==> config.mk <==
export PLATFORM = sky130hd
export DESIGN_NAME = memCtrl
export DESIGN_NICKNAME = d
export VERILOG_FILES = /design/src/verilog/memCtrlPkg.sv /design/src/verilog/memArbiter.sv /design/src/verilog/byteSequencer.sv /design/src/verilog/memCtrl.sv
export SDC_FILE = /design/constraint.sdc
export NUM_CORES = 1
export LEC_CHECK = 0
export ABC_AREA = 1
export BUFFER_PORTS_ARGS = -buffer_cell sky130_fd_sc_hd__buf_4
export CELL_PAD_IN_SITES_DETAIL_PLACEMENT = 0
export CELL_PAD_IN_SITES_GLOBAL_PLACEMENT = 1
export CORE_MARGIN = 2
export CORE_UTILIZATION = 33
export DETAILED_ROUTE_END_ITERATION = 12
export PLACE_DENSITY_LB_ADDON = 0.1
export SETUP_SLACK_MARGIN = 0.02
export SLEW_MARGIN = 20
export SYNTH_ARGS = -nofsm -noshare
export SYNTH_HDL_FRONTEND = slang
export SYNTH_SLANG_ARGS = --single-unit
export TNS_END_PERCENT = 20
==> constraint.sdc <==
create_clock -name clk -period 3.45 [get_ports clk]
set_input_delay 0.1725 -clock clk [delete_from_list [all_inputs] [get_ports clk]]
set_output_delay 0.1725 -clock clk [all_outputs]
set_load 0.03 [all_outputs]
==> src/verilog/memCtrlPkg.sv <==
package memCtrlPkg;

    // one RAM byte and one full word
    typedef logic [7:0] byteT;
    typedef logic [31:0] wordT;

    // access length in bytes from 0 to 4
    typedef logic [2:0] lenT;

    typedef enum logic {
        Load  = 1'b0,
        Store = 1'b1
    } lsT;

    // current job of the controller
    typedef enum logic [1:0] {
        Idle      = 2'd0,
        ReadInst  = 2'd1,
        ReadData  = 2'd2,
        WriteData = 2'd3
    } reqKindT;

    // bytes in an instruction fetch
    localparam int BytesPerWord = 4;

endpackage

==> src/verilog/memArbiter.sv <==
`timescale 1ns/100ps

module memArbiter import memCtrlPkg::*; #(
    parameter int addrWidth = 32
) (
    input  logic                 clk,
    input  logic                 rst,
    input  logic                 i_rdy,
    input  logic                 i_ioBufferFull,
    input  logic                 i_infEn,
    input  logic [addrWidth-1:0] i_infAddr,
    output logic                 o_infDone,
    output wordT                 o_infInst,
    input  logic                 i_dcEn,
    input  lsT                   i_dcLs,
    input  lenT                  i_dcLen,
    input  wordT                 i_dcDt,
    input  logic [addrWidth-1:0] i_dcAddr,
    output logic                 o_dcDone,
    output wordT                 o_dcDt,
    output logic                 o_start,
    output reqKindT              o_kind,
    output logic [addrWidth-1:0] o_addr,
    output lenT                  o_len,
    output wordT                 o_wdata,
    output logic                 o_step,
    input  logic                 i_finish,
    input  wordT                 i_rword
);
    reqKindT kind;

    // pause when RAM not ready or the io buffer is full
    assign o_step = i_rdy && !i_ioBufferFull;

    // accept only from idle with the data cache first
    assign o_start = (kind == Idle) && o_step && (i_dcEn || i_infEn);

    always_ff @(posedge clk) begin
        if (rst) begin
            kind <= Idle;
        end else if (o_start) begin
            if (i_dcEn) begin
                kind <= (i_dcLs == Store) ? WriteData : ReadData;
            end else begin
                kind <= ReadInst;
            end
        end else if (i_finish) begin
            kind <= Idle;
        end
    end

    // a fetch always latches a full word
    always_ff @(posedge clk) begin
        if (o_start) begin
            if (i_dcEn) begin
                o_addr  <= i_dcAddr;
                o_len   <= i_dcLen;
                o_wdata <= i_dcDt;
            end else begin
                o_addr <= i_infAddr;
                o_len  <= lenT'(BytesPerWord);
            end
        end
    end

    assign o_kind = kind;

    // completion goes back to whoever owns the job
    assign o_infDone = i_finish && (kind == ReadInst);
    assign o_dcDone  = i_finish && (kind == ReadData || kind == WriteData);
    assign o_infInst = o_infDone ? i_rword : '0;
    assign o_dcDt    = (o_dcDone && kind == ReadData) ? i_rword : '0;

    // the sequencer never completes during a pause
    assert property (@(posedge clk) disable iff (rst) !o_step |-> !i_finish);

    // a data request moves one to four bytes
    assert property (@(posedge clk) disable iff (rst)
        (o_start && i_dcEn) |-> (i_dcLen != '0 && i_dcLen <= lenT'(BytesPerWord)));

endmodule

==> src/verilog/byteSequencer.sv <==
`timescale 1ns/100ps

module byteSequencer import memCtrlPkg::*; #(
    parameter int addrWidth = 32
) (
    input  logic                 clk,
    input  logic                 rst,
    input  logic                 i_start,
    input  reqKindT              i_kind,
    input  logic [addrWidth-1:0] i_addr,
    input  lenT                  i_len,
    input  wordT                 i_wdata,
    input  logic                 i_step,
    input  byteT                 i_memDt,
    output logic                 o_memRw,
    output logic [addrWidth-1:0] o_memAddr,
    output byteT                 o_memDt,
    output logic                 o_finish,
    output wordT                 o_rword
);
    lenT  issueCnt;
    lenT  capCnt;
    lenT  offset;
    wordT rdata;
    logic isRead;
    logic isWrite;
    logic holdAddr;
    logic doIssue;
    logic doCapture;

    assign isRead  = (i_kind == ReadInst) || (i_kind == ReadData);
    assign isWrite = (i_kind == WriteData);

    assign doIssue   = i_step && (isRead || isWrite) && (issueCnt < i_len);
    assign doCapture = i_step && isRead && (capCnt < issueCnt);

    // keep the last issued address while paused or once all bytes are out,
    // so the pending read byte stays valid
    assign holdAddr  = (issueCnt != '0) && (!i_step || issueCnt == i_len);
    assign offset    = holdAddr ? issueCnt - lenT'(1) : issueCnt;
    assign o_memAddr = i_addr + addrWidth'(offset);

    // store data goes out least significant byte first
    assign o_memRw = doIssue && isWrite;
    assign o_memDt = i_wdata[8*issueCnt[1:0] +: 8];

    always_ff @(posedge clk) begin
        if (rst) begin
            issueCnt <= '0;
            capCnt   <= '0;
        end else if (i_start) begin
            issueCnt <= '0;
            capCnt   <= '0;
        end else begin
            if (doIssue) begin
                issueCnt <= issueCnt + lenT'(1);
            end
            if (doCapture) begin
                capCnt <= capCnt + lenT'(1);
            end
        end
    end

    // cleared on start, so unused upper bytes read as zero
    always_ff @(posedge clk) begin
        if (i_start) begin
            rdata <= '0;
        end else if (doCapture) begin
            rdata[8*capCnt[1:0] +: 8] <= i_memDt;
        end
    end

    // last read byte is merged straight from the RAM bus
    assign o_rword = rdata | (wordT'(i_memDt) << (8 * capCnt[1:0]));

    always_comb begin
        if (!i_step) begin
            o_finish = 1'b0;
        end else if (isRead) begin
            o_finish = (issueCnt == i_len) && (capCnt == i_len - lenT'(1));
        end else if (isWrite) begin
            o_finish = (issueCnt == i_len - lenT'(1));
        end else begin
            o_finish = 1'b0;
        end
    end

    // finish is a single-cycle pulse
    assert property (@(posedge clk) disable iff (rst) o_finish |=> !o_finish);

    // capture never runs ahead of issue
    assert property (@(posedge clk) disable iff (rst)
        (issueCnt <= lenT'(BytesPerWord)) && (capCnt <= issueCnt));

endmodule

==> src/verilog/memCtrl.sv <==
`timescale 1ns/100ps

module memCtrl import memCtrlPkg::*; #(
    parameter int addrWidth = 32
) (
    input  logic                 clk,
    input  logic                 rst,
    input  logic                 i_rdy,
    input  logic                 i_ioBufferFull,
    input  byteT                 i_memDt,
    output logic                 o_memRw,
    output logic [addrWidth-1:0] o_memAddr,
    output byteT                 o_memDt,
    input  logic                 i_infEn,
    input  logic [addrWidth-1:0] i_infAddr,
    output logic                 o_infDone,
    output wordT                 o_infInst,
    input  logic                 i_dcEn,
    input  lsT                   i_dcLs,
    input  lenT                  i_dcLen,
    input  wordT                 i_dcDt,
    input  logic [addrWidth-1:0] i_dcAddr,
    output logic                 o_dcDone,
    output wordT                 o_dcDt
);
    logic                 start;
    reqKindT              kind;
    logic [addrWidth-1:0] addr;
    lenT                  len;
    wordT                 wdata;
    logic                 step;
    logic                 finish;
    wordT                 rword;

    memArbiter #(.addrWidth(addrWidth)) u_arbiter (
        .clk(clk), .rst(rst),
        .i_rdy(i_rdy), .i_ioBufferFull(i_ioBufferFull),
        .i_infEn(i_infEn), .i_infAddr(i_infAddr),
        .o_infDone(o_infDone), .o_infInst(o_infInst),
        .i_dcEn(i_dcEn), .i_dcLs(i_dcLs), .i_dcLen(i_dcLen),
        .i_dcDt(i_dcDt), .i_dcAddr(i_dcAddr),
        .o_dcDone(o_dcDone), .o_dcDt(o_dcDt),
        .o_start(start), .o_kind(kind), .o_addr(addr), .o_len(len),
        .o_wdata(wdata), .o_step(step),
        .i_finish(finish), .i_rword(rword)
    );

    byteSequencer #(.addrWidth(addrWidth)) u_sequencer (
        .clk(clk), .rst(rst),
        .i_start(start), .i_kind(kind), .i_addr(addr), .i_len(len),
        .i_wdata(wdata), .i_step(step), .i_memDt(i_memDt),
        .o_memRw(o_memRw), .o_memAddr(o_memAddr), .o_memDt(o_memDt),
        .o_finish(finish), .o_rword(rword)
    );

endmodule

# Word-level counts from Yosys, hierarchy flattened
# Cells that the tools add are included.
# Widths: inputs -> output; s select.
[totals]
reg_bits = 107
latchBits = 0
ram_bits = 0
rom_bits = 0
in_bits = 114
memories = 0
[op_classes]
addsub = 6
n_mul = 0
div_mod_pow = 0
n_lt_le_gt_ge = 2
eq_ne = 6
shifts = 4
mux = 12
n_bitwise = 1
reduce_logical = 25
[op_table]
columns = ["cell", "count"]
rows = [
  ["$mux 32", 3],
  ["$neg 5->34", 1],
  ["$shift 8x34->32 const A", 1],
  ["$shiftx 8x34->32", 1],
  ["$add 32x3->32", 1],
  ["$bwmux 32", 1],
  ["$or 32x32->32", 1],
  ["$shiftx 32x6->8", 1],
  ["$shl 8x5->32", 1],
  ["$logic_and 1x1->1", 13],
  ["$eq 3x3->1", 3],
  ["$add 3x1->3 const B", 2],
  ["$lt 3x3->1", 2],
  ["$mux 2", 3],
  ["$sub 3x1->3 const B", 2],
  ["$logic_or 1x1->1", 5],
  ["$eq 2x2->1 const B", 2],
  ["$mux 1", 4],
  ["$mux 3", 1],
  ["$reduce_bool 3->1", 1],
  ["$eq 2x1->1 const B", 1],
  ["$logic_not 1->1", 2],
  ["$logic_not 2->1", 1],
  ["$reduce_and 2->1", 1],
  ["other kinds (2)", 2],
]

# Logic depth before layout (Yosys ltp)
# Gate-level depths: netlist of the first run.
[logic_depth]
ltp_word = 8
mapped_depth = 20
depth_no_buf = 18

# By module
# Synthesis of the first run repeated with hierarchy kept, for this count alone.
[hier_totals]
hier_cells = 955
hier_area_um2 = 6781.5
[by_module_without_submodules]
columns = ["mod", "instances", "cells_each", "area_each_um2", "seq_area_each_um2"]
rows = [
  ["byteSequencer", 1, 650, 3736.1, 760.7],
  ["memArbiter", 1, 305, 3045.4, 2052.0],
]

# Worst setup path before layout of the first run
# OpenSTA, ideal clock, no wires.
[synth_timing]
path_type = "flip-flop to output port"
startpoint = "register u_sequencer.issueCnt[0]"
endpoint = "output port o_memAddr[22]"
t_arrival_ns = 3.523
slack_ns = -0.245
path_stages_with_launch = 21
n_path_buf = 2
path_cell_list = "dfxtp_1 > buf_2 > inv_1 > clkbuf_1 > ha_1 > inv_2 > nor2_1 > o21ai_1 > xor2_1 > ha_1 > inv_1 > fa_1 > inv_1 > nand2_1 > nand2_1 > nand2_1 > nor2_1 > nand2_1 > nor3_2 > nand2_1 > xnor2_1"
[synth_between]
elab_chain_len = 5
elab_cells_between_ends = 7
[synth_rtl]
columns = ["item", "line_no", "text"]
rows = [
  ["from (decl)", "byteSequencer.sv:21", "lenT issueCnt;"],
  ["from (signal assigned)", "byteSequencer.sv:56", "issueCnt <= issueCnt + lenT'(1);"],
  ["parallel branches: the longest is 3 deep, another holds $sub 3x1->3", "-", ""],
  ["$mux 3 *", "byteSequencer.sv:40", "assign offset = holdAddr ? issueCnt - lenT'(1) : issueCnt;"],
  ["$add 32x3->32 *", "byteSequencer.sv:41", "assign o_memAddr = i_addr + addrWidth'(offset);"],
  ["to (decl)", "memCtrl.sv:12", "output logic [addrWidth-1:0] o_memAddr,"],
]
# Every way passes the cells marked *.

# Final worst setup path of the first run
[layout_timing]
startpoint = "register u_arbiter.o_len[0]"
endpoint = "output port o_memAddr[20]"
[layout_between]
elab_chain_len = 5
[layout_rtl]
columns = ["item", "line_no", "text"]
rows = [
  ["from (decl)", "memArbiter.sv:24", "output lenT o_len,"],
  ["from (signal assigned)", "memArbiter.sv:57", "o_len <= i_dcLen;"],
  ["from (signal assigned)", "memArbiter.sv:61", "o_len <= lenT'(BytesPerWord);"],
  ["$eq 3x3->1", "byteSequencer.sv:39", "assign holdAddr = (issueCnt != '0) && (!i_step || issueCnt == i_len);"],
  ["$logic_or 1x1->1", "byteSequencer.sv:39", ""],
  ["$logic_and 1x1->1", "byteSequencer.sv:39", ""],
  ["$mux 3", "byteSequencer.sv:40", ""],
  ["$add 32x3->32", "byteSequencer.sv:41", ""],
]
# Every way passes these cells.

==> results of run 1 <==
## path summary, 6_finish.rpt
path	slack, ps	cells after the start	to	from
max	110	18	o_memAddr[20]	u_arbiter.o_len[0]$_SDFFCE_PN0P_
min	70	2	u_arbiter.o_len[2]$_SDFFCE_PN1P_	i_dcLen[2]
max reg2reg	600	20	u_sequencer.issueCnt[1]$_SDFFE_PP0P_	u_arbiter.o_len[2]$_SDFFCE_PN1P_
min reg2reg	460	2	u_sequencer.rdata[6]$_SDFFE_PP0P_	u_sequencer.rdata[6]$_SDFFE_PP0P_
## cell families after synthesis
family | count (synthesis) | share of synthesized area (%)
AO/OA/AOI/OAI | 108 | 9.76
buffers and inverters | 130 | 8.68
XOR/XNOR | 32 | 4.43
flip-flops | 107 | 44.4
AND/OR/NAND/NOR | 405 | 27.8
adder cells (fa/ha/maj) | 24 | 4.86
## placed cells by master (no fill, tap or decap), types with 10 or more instances in the layout
cell type,n
a21oi_1,49
buf_4,253
buf_6,10
dfxtp_1,38
dlygate4sd3_1,33
edfxtp_1,67
ha_1,19
inv_1,78
inv_2,22
nand2_1,202
nand3_1,48
nor2_1,87
nor2_2,20
o21ai_0,21
o21bai_1,24
xnor2_1,13
xor2_1,15
## report_power, final
part	total, W	leakage [nW]	internal (W)	switching [W]
Combinational	0.000468	3.20	0.000222	0.000245
Clock	0.00107	0.151	0.000523	0.000547
Sequential	0.00143	0.940	0.00140	0.0000279
## per-stage QoR
| stage | hold WS [ps] | instances | area [sq um] | TNS [ps] |
|---|---|---|---|---|
| floorplan | 242 | 806 | 6360 | 0 |
| global placement | 349 | 1244 | 8230 | 0 |
| detailed placement | 352 | 1244 | 8230 | 0 |
| CTS | 55.1 | 1320 | 9160 | -56.8 |
| global route | 53.4 | 1324 | 9320 | -433 |
| finish | 66.3 | 1324 | 9320 | 0 |
## worst max-delay path, delay by kind of cell (launching register included)
family	cells	cell delay, ps
simple gates	7	590
buf+inv	5	460
fa+ha+maj	3	870
compound gates	1	170
xor+xnor	2	300
flops	1	400
## state kept, by name (all words and copies together), names as in the netlist
register,cells
u_arbiter.o_addr,32
u_arbiter.o_kind,2
u_arbiter.o_len,3
u_arbiter.o_wdata,32
u_sequencer.capCnt,3
u_sequencer.issueCnt,3
u_sequencer.rdata,32
## final cells by class
type                    count  share of cell area, %
clock buffers               9                   2.42
inverters                 102                   4.11
multi-input cells         569                   34.1
well taps                 234                   3.14
clock inverters             7                  0.927
flip-flops and latches    107                   30.2
repair buffers            296                   25.1
## repair_timing
| item | in CTS | in global routing |
|---|---|---|
| setup endpoints to repair | 16 | 24 |
| pin swaps | 13 | 12 |
| endpoints found under the hold margin | 34 | 0 |
| setup buffers | 27 | 4 |
| resized for setup | 21 | 31 |
| hold buffers | 33 | 0 |
## per-layer routing
metal | global-route usage [%] | vias up | share of wire [%]
met5 | 0 | - | 0
met4 | 5.05 | 0 | 1.6
met2 | 31.2 | 162 | 46
met3 | 3.63 | 24 | 5.6
met1 | 25.9 | 2764 | 46
li1 | - | 3159 | -
==> flow_metrics.env, run 1 <==
export IMPL_synth_cell_types=40
export IMPL_worst_clock_skew_ps=11.8
export IMPL_initial_utilization_pct=33.7
export IMPL_fmax_mhz=299
export IMPL_hold_viol_final=0
export IMPL_async_reset_ff_share_pct=0
export IMPL_drc=0
export IMPL_gr_total_overflow=0
export IMPL_ios=221
export IMPL_fillers=1904
export IMPL_nNetsFinal=1223
export IMPL_synth_edff_count=67
export IMPL_drtIter0Drc=310
export IMPL_htree_levels=3
export IMPL_clock_latency_ps=360
export IMPL_grt_setup_unrepaired="true"
export IMPL_root_buffer="clkbuf_16"
export IMPL_power_density_nw_per_um2=318
export IMPL_clockBufferDepth=2
export IMPL_yosysWarnings=0
export IMPL_cp_max_fo=4
export IMPL_report_final_slew_viol_count=0
export IMPL_syn_area_sq_um=6330
export IMPL_grt_use_total_pct=19.1
export IMPL_finalPower_w=0.00297
export IMPL_critPathArrivalTime_ps=3170
export IMPL_status="finished, final reports clean"
export IMPL_viasPerCell=4.61
export IMPL_ys_top_cells_by_count="nand2_1 (210), nor2_1 (93), inv_1 (82)"
export IMPL_cts_clk_slew_worst_paths_ps=80
export IMPL_wire_per_inst_um=14.5
export IMPL_synthTopCellsByArea="edfxtp_1 (32%), dfxtp_1 (13%), nand2_1 (12%)"
export IMPL_slowest_delay_ps=400
export IMPL_crit_path_end_kind="output pin"
export IMPL_dpl_hpwl_um=13800
export IMPL_worst_slack_ps=109
export IMPL_antenna_found_initial=0
export IMPL_die_x_um=142
export IMPL_grt_first_pass_wirelength_um=30600
export IMPL_die_h_um=142
export IMPL_yosysSeqAreaShare_pct=44.4
export IMPL_yosysTopAreaCell="edfxtp_1"
export IMPL_finalCriticalPeriod_ps=3340
export IMPL_synth_most_common_cell="nand2_1"
export IMPL_drt_wl_total_um=19200
export IMPL_place_gp_congestion=0.823
export IMPL_multi_input_area_sq_um=3170
export IMPL_worst_pin_slew_ps=676
export IMPL_dr_pass1_iters=5
export IMPL_port_buffers=220
export IMPL_worstSetupStartpointType="flop"
export IMPL_syn_avg_cell_area_sq_um=7.85
export IMPL_synth_seq_cells=107
export IMPL_slowest_stage="edfxtp_1"
export IMPL_relSlewSlack_pct=54.9
export IMPL_finalCritPeriodShare_pct=96.8
export IMPL_vias=6109
export IMPL_postRouteAntennaNets=0
export IMPL_seq_area_sq_um=2820
export IMPL_finalSetupViolations=0
export IMPL_crit_top_cell="inv_2"
export IMPL_required_ps=3280
export IMPL_cts_tree="built"
export IMPL_vdd_drop_max_mv=0.220
export IMPL_path_class="flop to output pin"
export IMPL_clock_sinks=107
export IMPL_design_die_area_sq_um=20300
export IMPL_hp_class="input port to flop"
export IMPL_syn_inst=806
export IMPL_cts_buffers=9
export IMPL_ys_flop_type="edfxtp_1"
export IMPL_cp_cell_sequence="ha_1 > inv_2 > nor2_4 > o21ai_4 > xor2_1 > ha_2 > inv_2 > fa_2 > inv_2 > nand2_2 > nand2_4 > nand2_4 > nor2_4 > nand2_2 > nor3_4 > buf_6 > xor2_2 > buf_6"
export IMPL_pre_cts_slack_ps=82.7
export IMPL_maxCapViolCount=0
export IMPL_antennaDiodeCount=0
export IMPL_synth_top_cell_area_share_pct=31.8
export IMPL_grt_pass1_vias=5987
export IMPL_cellLeakagePower_nw=4.29
export IMPL_grt_max_degree=40
export IMPL_syn_nets=944
export IMPL_final_core_util_pct=49.6
export IMPL_drive_gt1_share_pct=33.4
export IMPL_rows=50
export IMPL_core_sq_um=18800
export IMPL_area_delta_synth_final_pct=47.2
(Power assumes the default switching activity.)
==> run 2, diff against run 1 <==
--- a/config.mk
+++ b/config.mk
@@ -13,6 +13,7 @@
 export CORE_UTILIZATION = 33
 export DETAILED_ROUTE_END_ITERATION = 12
 export PLACE_DENSITY_LB_ADDON = 0.1
+export REMOVE_ABC_BUFFERS = 1
 export SETUP_SLACK_MARGIN = 0.02
 export SLEW_MARGIN = 20
 export SYNTH_ARGS = -nofsm -noshare
==> flow_metrics.env, run 2 (synthesis gave the netlist of run 1 again) <==
export IMPL_drtIter0Drc=300
export IMPL_ios=221
export IMPL_layout_commonest_cell="buf_4"
export IMPL_dr_pass1_iters=4
export IMPL_whs_ps=79.6
export IMPL_core_sq_um=18800
export IMPL_initial_utilization_pct=33.7
export IMPL_htree_levels=3
export IMPL_dpl_hpwl_um=13300
export IMPL_report_final_slew_viol_count=0
export IMPL_cp_max_fo=4
export IMPL_nNetsFinal=1215
export IMPL_area_delta_synth_final_pct=44.7
export IMPL_viasPerCell=4.64
export IMPL_slowest_delay_ps=420
export IMPL_root_buffer="clkbuf_16"
export IMPL_worst_pin_slew_ps=658
export IMPL_grt_max_degree=56
export IMPL_required_ps=3280
export IMPL_gr_total_overflow=0
export IMPL_fillers=1873
export IMPL_path_delay_family="simple AND/OR/NAND/NOR gates"
export IMPL_antennaDiodeCount=0
export IMPL_cts_buffers=9
export IMPL_holdPathEnd="u_arbiter.o_len[1]$_SDFFCE_PN0P_"
export IMPL_postRouteAntennaNets=0
export IMPL_hp_class="input port to flop"
export IMPL_vdd_drop_max_mv=0.288
export IMPL_die_x_um=142
export IMPL_grt_setup_unrepaired="true"
export IMPL_reg2reg_from="u_sequencer.capCnt[1]$_SDFFE_PP0P_"
export IMPL_drive_gt1_share_pct=32.0
export IMPL_worstReg2RegEnd="u_sequencer.rdata[1]$_SDFFE_PP0P_"
export IMPL_clockBufferDepth=2
export IMPL_grt_use_total_pct=18.4
export IMPL_antenna_found_initial=0
export IMPL_status="finished, final reports clean"
export IMPL_place_area_sq_um=8210
export IMPL_final_area_sq_um=9160
export IMPL_place_gp_congestion=0.848
export IMPL_regToRegSetupSlack_ps=1130
export IMPL_die_h_um=142
export IMPL_relSlewSlack_pct=56.1
export IMPL_design_die_area_sq_um=20300
export IMPL_clock_sinks=107
export IMPL_drc=0
export IMPL_hp_start="i_dcLen[1]"
export IMPL_worst_clock_skew_ps=12.7
export IMPL_grt_first_pass_wirelength_um=29500
export IMPL_finalCriticalPeriod_ps=3400
export IMPL_power_density_nw_per_um2=323
export IMPL_finalCritPeriodShare_pct=98.6
export IMPL_hold_viol_final=0
export IMPL_reg2regPathDepth=6
export IMPL_cp_cell_sequence="ha_1 > inv_2 > nor2_4 > o21ai_2 > buf_4 > nand2_1 > o21ai_1 > inv_1 > fa_2 > inv_2 > nand2_2 > nand2_4 > nand4_4 > nor2_4 > nand3b_2 > nor2_2 > xor2_1 > buf_4"
export IMPL_finalPower_w=0.00296
export IMPL_rows=50
export IMPL_multi_input_area_sq_um=3090
export IMPL_fmax_mhz=294
export IMPL_vias=6102
export IMPL_critPathArrivalTime_ps=3230
export IMPL_path_class="flop to output pin"
export IMPL_wire_per_inst_um=14.5
export IMPL_top_regs="u_arbiter.o_addr x32, u_arbiter.o_wdata x32, u_sequencer.rdata x32"
export IMPL_worstSetupStartpointType="flop"
export IMPL_finalSetupViolations=0
export IMPL_port_buffers=220
export IMPL_crit_path_end_kind="output pin"
export IMPL_clock_latency_ps=360
export IMPL_slowest_stage="edfxtp_1"
export IMPL_drt_wl_total_um=19100
export IMPL_cts_tree="built"
export IMPL_cts_clk_slew_worst_paths_ps=80
export IMPL_cellLeakagePower_nw=4.22
export IMPL_grt_pass1_vias=5856
export IMPL_seq_area_sq_um=2810
export IMPL_maxCapViolCount=0
export IMPL_min_path_cells=3
export IMPL_final_cell_mix="buf_4 (251), nand2_1 (204), nor2_1 (88), inv_1 (78), edfxtp_1 (67)"
export IMPL_path_buf_inv=5
-- run 2: worst register-to-register path, cell delays in order (launching register included) --
cell	delay (ps)
dfxtp_1	730
clkinv_1	140
buf_4	260
ha_1	390
nor2_1	440
nand3_1	150
a21oi_1	150
-- run 2: timing repair --
action,in CTS,in global routing
endpoints found under the hold margin,34,0
resized for setup,15,21
pin swaps,12,13
setup buffers,17,6
hold buffers,33,0
gates cloned,0,0
setup endpoints to repair,16,24
-- run 2: final cells by class --
class                      count  share of cell area, %
timing repair buffer         288                   24.7
tap                          234                   3.20
clock buffer                   9                   2.46
clock inverter                 7                   1.02
multi-input combinational    569                   33.7
inverter                     102                   4.18
sequential                   107                   30.7
-- run 2: how the worst max path moves through the flow --
stage                                              start       endpoint  depth (start not counted)
finish                  u_arbiter.o_len[0]$_SDFFCE_PN0P_  o_memAddr[28]                         18
global route            u_arbiter.o_len[0]$_SDFFCE_PN0P_  o_memAddr[22]                         18
CTS                     u_arbiter.o_len[0]$_SDFFCE_PN0P_  o_memAddr[22]                         18
detailed placement      u_arbiter.o_len[2]$_SDFFCE_PN1P_  o_memAddr[22]                         19
global placement        u_arbiter.o_len[2]$_SDFFCE_PN1P_  o_memAddr[22]                         19
floorplan           u_sequencer.issueCnt[0]$_SDFFE_PP0P_  o_memAddr[22]                         18
-- run 2: power by group --
| part | switching [W] | internal [W] |
|---|---|---|
| Combinational | 0.000241 | 0.000216 |
| Sequential | 0.0000266 | 0.00140 |
| Clock | 0.000549 | 0.000530 |
-- run 2: metal layers --
metal | up-vias | track usage (%) | part of all wire [%] | wire length [um]
li1 | 3134 | - | - | -
met1 | 2745 | 23.4 | 43 | 8300
met2 | 194 | 31.4 | 49 | 9420
met3 | 29 | 3.40 | 5.0 | 962
met4 | 0 | 6.36 | 2.2 | 429
met5 | - | 0 | 0 | 0
-- run 2: per-stage QoR --
stage | std cells | worst slack, ps | setup TNS, ps | utilization [%]
after floorplan | 778 | -333 | -1910 | -
after global placement | 1245 | 131 | 0 | 43.7
after detailed placement | 1245 | 75.4 | 0 | 43.7
after CTS | 1311 | -41.0 | -41.0 | 48.2
after global routing | 1316 | -144 | -934 | 48.8
final | 1316 | 48.3 | 0 | 48.8
